### src/logic/hwpe_ctrl_package.sv
`default_nettype none

// Control-side types: addressing and state machines
package hwpe_ctrl_package;

  localparam int ADDR_BITS = 32;

  // Byte step between consecutive words
  localparam int WORD_BYTES = 4;

  typedef logic [ADDR_BITS-1:0] addr_t;

  // Job controller
  typedef enum logic [1:0] {
    AES_IDLE,
    AES_STARTING,
    AES_WORKING,
    AES_FINISHED
  } aes_state_t;

  // Shared by source and sink streamers
  typedef enum logic [1:0] {
    STR_IDLE,
    STR_REQ,
    STR_RELEASE,
    STR_HANDOFF
  } stream_state_t;

endpackage

`default_nettype wire

### src/logic/aes_package.sv
`default_nettype none

// Data-path sizes and types of the whitening accelerator
package aes_package;

  // One memory and data word
  localparam int WORD_BITS = 32;

  // Words moved per job
  localparam int WORDS_PER_BLOCK = 8;

  // 128-bit key seen as 32-bit words
  localparam int KEY_WORDS = 4;

  typedef logic [WORD_BITS-1:0] word_t;

  // Key word k sits in bits 32k+31 down to 32k
  typedef logic [KEY_WORDS*WORD_BITS-1:0] key_t;

  // Position of a word inside its block
  typedef logic [2:0] word_idx_t;

endpackage

`default_nettype wire
### src/logic/aes_hwpe_top.sv
`timescale 1ns/100ps
`default_nettype none

module aes_hwpe_top (
  input  logic                       clk,
  input  logic                       reset_n,
  // Host
  input  logic                       start_i,
  input  hwpe_ctrl_package::addr_t   src_base_i,
  input  hwpe_ctrl_package::addr_t   dst_base_i,
  input  aes_package::key_t          key_i,
  output logic                       done_o,
  // Read port
  output logic                       rd_req_o,
  output hwpe_ctrl_package::addr_t   rd_addr_o,
  input  logic                       rd_ack_i,
  input  aes_package::word_t         rd_data_i,
  // Write port
  output logic                       wr_req_o,
  output hwpe_ctrl_package::addr_t   wr_addr_o,
  output aes_package::word_t         wr_data_o,
  input  logic                       wr_ack_i
);

  logic               src_start;
  logic               snk_start;
  logic               key_load;
  logic               src_ready;
  logic               snk_ready;
  logic               snk_last;
  // Source to engine
  logic               src_valid;
  aes_package::word_t src_word;
  logic               src_ready_in;
  // Engine to sink
  logic               eng_valid;
  aes_package::word_t eng_word;
  logic               eng_ready;

  aes_fsm aes_fsm_i (
    .clk         (clk),
    .reset_n     (reset_n),
    .start_i     (start_i),
    .done_o      (done_o),
    .src_ready_i (src_ready),
    .snk_ready_i (snk_ready),
    .snk_last_i  (snk_last),
    .src_start_o (src_start),
    .snk_start_o (snk_start),
    .key_load_o  (key_load)
  );

  aes_stream_source aes_stream_source_i (
    .clk         (clk),
    .reset_n     (reset_n),
    .start_i     (src_start),
    .base_i      (src_base_i),
    .ready_o     (src_ready),
    .rd_req_o    (rd_req_o),
    .rd_addr_o   (rd_addr_o),
    .rd_ack_i    (rd_ack_i),
    .rd_data_i   (rd_data_i),
    .out_valid_o (src_valid),
    .out_word_o  (src_word),
    .out_ready_i (src_ready_in)
  );

  aes_whitening_engine aes_whitening_engine_i (
    .clk         (clk),
    .reset_n     (reset_n),
    .key_load_i  (key_load),
    .key_i       (key_i),
    .in_valid_i  (src_valid),
    .in_word_i   (src_word),
    .in_ready_o  (src_ready_in),
    .out_valid_o (eng_valid),
    .out_word_o  (eng_word),
    .out_ready_i (eng_ready)
  );

  aes_stream_sink aes_stream_sink_i (
    .clk        (clk),
    .reset_n    (reset_n),
    .start_i    (snk_start),
    .base_i     (dst_base_i),
    .ready_o    (snk_ready),
    .last_o     (snk_last),
    .in_valid_i (eng_valid),
    .in_word_i  (eng_word),
    .in_ready_o (eng_ready),
    .wr_req_o   (wr_req_o),
    .wr_addr_o  (wr_addr_o),
    .wr_data_o  (wr_data_o),
    .wr_ack_i   (wr_ack_i)
  );

endmodule

`default_nettype wire

### src/logic/aes_whitening_engine.sv
`timescale 1ns/100ps
`default_nettype none

module aes_whitening_engine (
  input  logic                 clk,
  input  logic                 reset_n,
  // Key path
  input  logic                 key_load_i,
  input  aes_package::key_t    key_i,
  // Plaintext in
  input  logic                 in_valid_i,
  input  aes_package::word_t   in_word_i,
  output logic                 in_ready_o,
  // Whitened word out
  output logic                 out_valid_o,
  output aes_package::word_t   out_word_o,
  input  logic                 out_ready_i
);

  aes_package::key_t                            key_q;
  aes_package::word_idx_t                       idx_q;
  aes_package::word_t                           word_q;
  logic                                         full_q;
  logic [$clog2(aes_package::KEY_WORDS)-1:0]    key_sel;
  aes_package::word_t                           key_word;
  logic                                         accept;

  // Index mod KEY_WORDS picks the key word
  assign key_sel  = idx_q[$clog2(aes_package::KEY_WORDS)-1:0];
  assign key_word = key_q[key_sel*aes_package::WORD_BITS +: aes_package::WORD_BITS];

  // One-deep register, refuses input while holding a word
  assign in_ready_o = !full_q;
  assign accept     = in_valid_i && in_ready_o;

  always_ff @(posedge clk) begin : key_seq
    if (key_load_i) begin
      key_q <= key_i;
    end
  end

  always_ff @(posedge clk or negedge reset_n) begin : ctrl_seq
    if (!reset_n) begin
      idx_q  <= '0;
      full_q <= 1'b0;
    end else begin
      if (key_load_i) begin
        idx_q <= '0;
      end else if (accept) begin
        idx_q <= idx_q + 1'b1;
      end
      if (accept) begin
        full_q <= 1'b1;
      end else if (out_ready_i) begin
        full_q <= 1'b0;
      end
    end
  end

  always_ff @(posedge clk) begin : data_seq
    if (accept) begin
      word_q <= in_word_i ^ key_word;
    end
  end

  assign out_valid_o = full_q;
  assign out_word_o  = word_q;

endmodule

`default_nettype wire

### src/logic/aes_stream_sink.sv
`timescale 1ns/100ps
`default_nettype none

module aes_stream_sink (
  input  logic                       clk,
  input  logic                       reset_n,
  // Control
  input  logic                       start_i,
  input  hwpe_ctrl_package::addr_t   base_i,
  output logic                       ready_o,
  output logic                       last_o,
  // Stream in
  input  logic                       in_valid_i,
  input  aes_package::word_t         in_word_i,
  output logic                       in_ready_o,
  // Four-phase write port
  output logic                       wr_req_o,
  output hwpe_ctrl_package::addr_t   wr_addr_o,
  output aes_package::word_t         wr_data_o,
  input  logic                       wr_ack_i
);

  hwpe_ctrl_package::stream_state_t state_q;
  hwpe_ctrl_package::addr_t         addr_q;
  aes_package::word_idx_t           idx_q;
  aes_package::word_t               data_q;
  logic                             last_word;
  logic                             write_done;

  assign last_word  = (idx_q == aes_package::word_idx_t'(aes_package::WORDS_PER_BLOCK - 1));
  // A write completes when ack falls
  assign write_done = (state_q == hwpe_ctrl_package::STR_RELEASE) && !wr_ack_i;

  always_ff @(posedge clk or negedge reset_n) begin : ctrl_seq
    if (!reset_n) begin
      state_q <= hwpe_ctrl_package::STR_IDLE;
      addr_q  <= '0;
      idx_q   <= '0;
    end else begin
      case (state_q)
        hwpe_ctrl_package::STR_IDLE: begin
          if (start_i) begin
            addr_q  <= base_i;
            idx_q   <= '0;
            state_q <= hwpe_ctrl_package::STR_HANDOFF;
          end
        end
        // Waiting for the next word from the engine
        hwpe_ctrl_package::STR_HANDOFF: begin
          if (in_valid_i) begin
            state_q <= hwpe_ctrl_package::STR_REQ;
          end
        end
        hwpe_ctrl_package::STR_REQ: begin
          if (wr_ack_i) begin
            state_q <= hwpe_ctrl_package::STR_RELEASE;
          end
        end
        hwpe_ctrl_package::STR_RELEASE: begin
          if (write_done) begin
            if (last_word) begin
              state_q <= hwpe_ctrl_package::STR_IDLE;
            end else begin
              idx_q   <= idx_q + 1'b1;
              addr_q  <= addr_q + hwpe_ctrl_package::addr_t'(hwpe_ctrl_package::WORD_BYTES);
              state_q <= hwpe_ctrl_package::STR_HANDOFF;
            end
          end
        end
        default: state_q <= hwpe_ctrl_package::STR_IDLE;
      endcase
    end
  end

  always_ff @(posedge clk) begin : data_seq
    if (in_valid_i && in_ready_o) begin
      data_q <= in_word_i;
    end
  end

  assign ready_o    = (state_q == hwpe_ctrl_package::STR_IDLE);
  assign in_ready_o = (state_q == hwpe_ctrl_package::STR_HANDOFF);
  assign wr_req_o   = (state_q == hwpe_ctrl_package::STR_REQ);
  assign wr_addr_o  = addr_q;
  assign wr_data_o  = data_q;
  assign last_o     = write_done && last_word;

endmodule

`default_nettype wire

### src/logic/aes_stream_source.sv
`timescale 1ns/100ps
`default_nettype none

module aes_stream_source (
  input  logic                       clk,
  input  logic                       reset_n,
  // Control
  input  logic                       start_i,
  input  hwpe_ctrl_package::addr_t   base_i,
  output logic                       ready_o,
  // Four-phase read port
  output logic                       rd_req_o,
  output hwpe_ctrl_package::addr_t   rd_addr_o,
  input  logic                       rd_ack_i,
  input  aes_package::word_t         rd_data_i,
  // Stream out
  output logic                       out_valid_o,
  output aes_package::word_t         out_word_o,
  input  logic                       out_ready_i
);

  hwpe_ctrl_package::stream_state_t state_q;
  hwpe_ctrl_package::addr_t         addr_q;
  aes_package::word_idx_t           idx_q;
  aes_package::word_t               data_q;
  logic                             last_word;

  assign last_word = (idx_q == aes_package::word_idx_t'(aes_package::WORDS_PER_BLOCK - 1));

  always_ff @(posedge clk or negedge reset_n) begin : ctrl_seq
    if (!reset_n) begin
      state_q <= hwpe_ctrl_package::STR_IDLE;
      addr_q  <= '0;
      idx_q   <= '0;
    end else begin
      case (state_q)
        hwpe_ctrl_package::STR_IDLE: begin
          if (start_i) begin
            addr_q  <= base_i;
            idx_q   <= '0;
            state_q <= hwpe_ctrl_package::STR_REQ;
          end
        end
        hwpe_ctrl_package::STR_REQ: begin
          if (rd_ack_i) begin
            state_q <= hwpe_ctrl_package::STR_RELEASE;
          end
        end
        // Memory must drop ack before the word moves on
        hwpe_ctrl_package::STR_RELEASE: begin
          if (!rd_ack_i) begin
            state_q <= hwpe_ctrl_package::STR_HANDOFF;
          end
        end
        hwpe_ctrl_package::STR_HANDOFF: begin
          if (out_ready_i) begin
            if (last_word) begin
              state_q <= hwpe_ctrl_package::STR_IDLE;
            end else begin
              idx_q   <= idx_q + 1'b1;
              addr_q  <= addr_q + hwpe_ctrl_package::addr_t'(hwpe_ctrl_package::WORD_BYTES);
              state_q <= hwpe_ctrl_package::STR_REQ;
            end
          end
        end
        default: state_q <= hwpe_ctrl_package::STR_IDLE;
      endcase
    end
  end

  // Read data captured at the rise of ack
  always_ff @(posedge clk) begin : data_seq
    if (state_q == hwpe_ctrl_package::STR_REQ && rd_ack_i) begin
      data_q <= rd_data_i;
    end
  end

  assign ready_o     = (state_q == hwpe_ctrl_package::STR_IDLE);
  assign rd_req_o    = (state_q == hwpe_ctrl_package::STR_REQ);
  assign rd_addr_o   = addr_q;
  assign out_valid_o = (state_q == hwpe_ctrl_package::STR_HANDOFF);
  assign out_word_o  = data_q;

endmodule

`default_nettype wire

### src/logic/aes_fsm.sv
`timescale 1ns/100ps
`default_nettype none

module aes_fsm (
  input  logic clk,
  input  logic reset_n,
  // Host side
  input  logic start_i,
  output logic done_o,
  // Streamer handshake
  input  logic src_ready_i,
  input  logic snk_ready_i,
  input  logic snk_last_i,
  output logic src_start_o,
  output logic snk_start_o,
  // Engine key capture
  output logic key_load_o
);

  hwpe_ctrl_package::aes_state_t current_state;
  hwpe_ctrl_package::aes_state_t next_state;
  logic launch;

  // Both streamers idle while waiting to launch
  assign launch = (current_state == hwpe_ctrl_package::AES_STARTING) &&
                  src_ready_i && snk_ready_i;

  always_ff @(posedge clk or negedge reset_n) begin : fsm_seq
    if (!reset_n) begin
      current_state <= hwpe_ctrl_package::AES_IDLE;
    end else begin
      current_state <= next_state;
    end
  end

  always_comb begin : fsm_next
    next_state = current_state;
    case (current_state)
      hwpe_ctrl_package::AES_IDLE: begin
        if (start_i) begin
          next_state = hwpe_ctrl_package::AES_STARTING;
        end
      end
      hwpe_ctrl_package::AES_STARTING: begin
        if (launch) begin
          next_state = hwpe_ctrl_package::AES_WORKING;
        end
      end
      // Job ends on the sink's final write, not a cycle count
      hwpe_ctrl_package::AES_WORKING: begin
        if (snk_last_i) begin
          next_state = hwpe_ctrl_package::AES_FINISHED;
        end
      end
      hwpe_ctrl_package::AES_FINISHED: begin
        next_state = hwpe_ctrl_package::AES_IDLE;
      end
      default: begin
        next_state = hwpe_ctrl_package::AES_IDLE;
      end
    endcase
  end

  // Launch pulses last one cycle since the state leaves STARTING
  always_comb begin : fsm_out
    src_start_o = launch;
    snk_start_o = launch;
    key_load_o  = launch;
    done_o      = (current_state == hwpe_ctrl_package::AES_FINISHED);
  end

endmodule

`default_nettype wire

### config.mk
export PLATFORM = sky130hd
export DESIGN_NAME = aes_hwpe_top
export DESIGN_NICKNAME = d
export VERILOG_FILES = /design/src/logic/hwpe_ctrl_package.sv /design/src/logic/aes_package.sv /design/src/logic/aes_hwpe_top.sv /design/src/logic/aes_whitening_engine.sv /design/src/logic/aes_stream_sink.sv /design/src/logic/aes_stream_source.sv /design/src/logic/aes_fsm.sv
export SDC_FILE = /design/constraint.sdc
export NUM_CORES = 1
export LEC_CHECK = 0
export ABC_AREA = 1
export BUFFER_PORTS_ARGS = -buffer_cell sky130_fd_sc_hd__clkbuf_2
export CAP_MARGIN = 20
export CORE_MARGIN = 2
export CORE_UTILIZATION = 43
export DETAILED_ROUTE_END_ITERATION = 6
export HOLD_SLACK_MARGIN = 0.1
export PLACE_DENSITY_LB_ADDON = 0.05
export SLEW_MARGIN = 5
export SYNTH_ARGS = -nofsm -noshare
export SYNTH_HDL_FRONTEND = slang
export SYNTH_SLANG_ARGS = --single-unit
### constraint.sdc
create_clock -name clk -period 10.4 [get_ports clk]
set_input_delay 1.56 -clock clk [delete_from_list [all_inputs] [get_ports clk]]
set_output_delay 1.56 -clock clk [all_outputs]
set_load 0.005 [all_outputs]
==> metrics.txt <==
Port Buffer Count=327; Placeable Area=30590 µm²; Syn Std Cell Area=13380 µm²; sinks on the clock net=303; Adder-Cell Fraction of Synth Area=0.01309; Post-Syn Nets=1561; post-synthesis share of cell area spent on and, or, nand and nor gates=0.1936; initial antenna violation count=4; cts-stage hold buffer count=0; average routed wire per standard cell=16.18 µm; worst vdd rail ir drop=0.0001351 V; Endpoint, Worst Hold=aes_stream_sink_i.wr_data_o[0]$_DFFE_PP_; endpoint class of the critical path=flip-flop; placement row count=64; worst hold path class=flip-flop to flip-flop; Max Fanout on Critical Path=77; Tmin final=3.103 ns; Post-Route WL=33500 µm; overall fraction of global-route tracks in use=0.2064; number of buffers created by CTS=36; clock latency of the later-clocked register in the worst-skew pair=0.52 ns; maximum level of the CTS H-tree=2; Post-Synthesis Mean Instance Area=10.15 µm²; endpoint of the most critical register-to-register path=aes_whitening_engine_i.key_q[3]$_DFFE_PP_; worst-case clock skew=0.01482 ns; number of cells on the worst hold path=0; Area growth syn-to-layout=23.83%; cells on worst reg2reg path=7; share of cell area taken by muxes after synthesis=0; final number of hold-violating endpoints=0; setup slack of the critical path after layout=7.297 ns; proportion of synthesized chip area in sequential cells=0.6505; Total Neg Setup Slack=0 ns; required time of the critical path=10.54 ns; startpoint-to-endpoint class of the critical path=flip-flop to flip-flop; die area=32540 µm²; Warnings, synthesis=0; setup slack of the most critical reg-to-reg path=7.30 ns; # Post-CTS Setup Buffers=0; count of cells resized by post-cts repair=0; sum of net half-perimeters after detailed placement=22700 µm; global-route wire length before repair=53250 µm; clock-pin slew reported for the worst setup and hold paths after clock tree synthesis=0.06 ns; run status=complete, no violations; cell leakage power=7.013 nW; drt first-iter violations=631; post-placement worst setup slack=7.213 ns; worst rel slew slack=0.3620; Hold Startpoint=aes_whitening_engine_i.out_word_o[0]$_DFFE_PP_; Seq cells post-synth=303; maximum clock rate=322.3 MHz; vias in the first global route=9884; count of TritonRoute iterations in the first routing pass=4; reported max-cap violation count=0; unrepaired setup endpoints after global routing=false; power density over the cells=282.2 nW/µm²; final weighted congestion in routability-driven placement=0.8356; width of the die=180.4 µm; largest net degree at the start of global routing=78; Vias per Instance=4.916; number of top-level design ports=328; DIE HEIGHT=180.4 µm; Final Cycle Share=0.2983; worst reg2reg startpoint=aes_stream_source_i.state_q[1]$_DFFE_PN0P_; DRC viols=0; transition at the pin with the smallest max-transition slack=0.9570 ns; vias=10.18k; parity-gate share of the synthesized area counting xor and xnor cells=0.02160; main combinational cell family by area after synthesis=simple AND/OR/NAND/NOR gates; remaining global-route overflow=0; initial standard-cell utilization of the core=0.4374; setup-violating endpoint count in the final report=0; share of layout cells above drive strength 1=0.2531; net count of the finished layout=1889; synthesized instance count=1318; nature of the critical path startpoint=flip-flop; max-slew violation count=0; data arrival time of the worst path=3.24 ns; TritonCTS clock tree=done; post-synthesis cell type count=33; complex-gate fraction of the synthesized area=0.08211; library cell used as clock root buffer=clkbuf_16; CTS Buffer Depth=3; antenna-violating nets left=0
flip-flops by register name, summed over array words and instances, names as in the netlist:
| register | flops |
|---|---|
| aes_fsm_i.current_state | 2 |
| aes_stream_sink_i.idx_q | 3 |
| aes_stream_sink_i.state_q | 2 |
| aes_stream_sink_i.wr_addr_o | 32 |
| aes_stream_sink_i.wr_data_o | 32 |
| aes_stream_source_i.idx_q | 3 |
| aes_stream_source_i.out_word_o | 32 |
| aes_stream_source_i.rd_addr_o | 32 |
| aes_stream_source_i.state_q | 2 |
| aes_whitening_engine_i.idx_q | 2 |
| aes_whitening_engine_i.key_q | 128 |
| aes_whitening_engine_i.out_valid_o | 1 |
| aes_whitening_engine_i.out_word_o | 32 |
metrics by stage:
stage	power [mW]	std cells	hold slack [ns]	area [µm²]	utilization
6_report	4.675	2070	0.4166	16570	0.5416
5_1_grt	5.041	2070	0.4227	16570	0.5416
4_1_cts	4.728	2066	0.4179	16530	0.5405
3_5_place_dp	3.521	2003	0.4045	15420	0.5040
3_3_place_gp	3.473	2001	0.4006	15380	0.5027
2_1_floorplan	2.948	1318	0.4003	13380	-
worst max-delay path, stage by stage, from the launching register on:
cell,delay (ns)
dfrtp_1,0.42
inv_1,0.11
ha_1,0.23
nand2_1,0.09
inv_1,0.06
nand2_1,0.27
inv_4,0.63
buf_4,0.85
cells in the final DEF, fill, tap and decap left out, types with 4 or more instances in the layout:
| master | instances |
|---|---|
| o21ai_1 | 6 |
| xor2_1 | 33 |
| inv_1 | 75 |
| o21ai_0 | 103 |
| edfxtp_1 | 224 |
| nand2_1 | 315 |
| a31oi_1 | 4 |
| nor2_1 | 219 |
| o22ai_1 | 39 |
| clkbuf_16 | 37 |
| dfrtp_1 | 78 |
| nor2_4 | 6 |
| or2_2 | 7 |
| buf_4 | 8 |
| inv_2 | 7 |
| ha_1 | 13 |
| clkbuf_1 | 16 |
| o21bai_1 | 7 |
| clkbuf_2 | 326 |
| nand3_1 | 70 |
| a21oi_1 | 32 |
| nor2_2 | 10 |
per-layer routing:
metal | global-route usage | vias up | wire [µm]
li1 | - | 5118 | -
met1 | 0.2733 | 4665 | 14360
met2 | 0.3305 | 323 | 15790
met3 | 0.04992 | 69 | 2221
met4 | 0.07839 | 2 | 1104
met5 | 0 | - | 13
final cells by class:
class | instances | area, µm²
clock inverters | 7 | 88.84
flip-flops and latches | 303 | 8705
repair buffers | 337 | 1759
diodes | 3 | 7.507
clock buffers | 56 | 1027
fillers | 2791 | 14020
inverters | 83 | 314.1
well taps | 396 | 495.5
multi-input cells | 885 | 4170
Yosys cell counts:
| library cell | instances | area [µm²] |
|---|---|---|
| ha_1 | 14 | 175.2 |
| o21a_1 | 2 | 15.01 |
| buf_2 | 22 | 110.1 |
| edfxtp_1 | 224 | 6726 |
| xor2_1 | 33 | 289.0 |
| or2_2 | 7 | 43.79 |
| a21oi_1 | 32 | 160.2 |
| o21ai_0 | 103 | 515.5 |
| a31oi_1 | 4 | 25.02 |
| o211ai_1 | 1 | 7.510 |
| a31o_2 | 1 | 8.760 |
| o31ai_1 | 1 | 7.510 |
| o21ai_1 | 6 | 30.03 |
| buf_4 | 2 | 15.01 |
| nor2_2 | 10 | 62.56 |
| o21bai_1 | 7 | 52.55 |
| nor2_4 | 4 | 45.04 |
| clkbuf_1 | 21 | 78.83 |
| and2_1 | 2 | 12.51 |
| nor3_1 | 3 | 15.01 |
| inv_2 | 6 | 22.52 |
| inv_1 | 77 | 289.0 |
| dfrtp_1 | 79 | 1977 |
| a21o_1 | 2 | 15.01 |
| o22ai_1 | 39 | 244.0 |
| nand2_1 | 315 | 1182 |
| o21ai_2 | 2 | 17.52 |
| nand2_2 | 3 | 18.77 |
| nand4_1 | 2 | 12.51 |
| nand3_4 | 1 | 17.52 |
| buf_1 | 2 | 7.510 |
| nor2_1 | 221 | 829.6 |
| nand3_1 | 70 | 350.3 |
worst max path at each step:
stage | startpoint | endpoint | slack (ns)
CTS | aes_stream_source_i.state_q[1]$_DFFE_PN0P_ | aes_whitening_engine_i.key_q[105]$_DFFE_PP_ | 7.27
global placement | wr_ack_i | aes_stream_sink_i.wr_addr_o[4]$_DFFE_PN0P_ | 7.26
floorplan | aes_stream_source_i.state_q[0]$_DFFE_PN0P_ | aes_whitening_engine_i.key_q[0]$_DFFE_PP_ | 6.34
detailed placement | wr_ack_i | aes_stream_sink_i.wr_addr_o[4]$_DFFE_PN0P_ | 7.21
global route | aes_stream_source_i.state_q[1]$_DFFE_PN0P_ | aes_stream_source_i.rd_addr_o[6]$_DFFE_PN0P_ | 7.02
finish | aes_stream_source_i.state_q[1]$_DFFE_PN0P_ | aes_whitening_engine_i.key_q[3]$_DFFE_PP_ | 7.30
power by group:
part	total, mW	switching (mW)	leakage [nW]	internal [mW]
logic	1.59	1.02	3.50	0.566
registers	1.89	0.233	2.97	1.66
clock network	1.19	0.484	0.543	0.709
cell families (layout without fill, tap and decap cells):
logic type / count (synthesis) / in the layout
other: 0 / 3
adder cells (fa/ha/maj): 14 / 14
AND/OR/NAND/NOR: 638 / 638
buffers and inverters: 130 / 483
AO/OA/AOI/OAI: 200 / 200
flip-flops: 303 / 303
XOR/XNOR: 33 / 33
(Power assumes the default switching activity.)
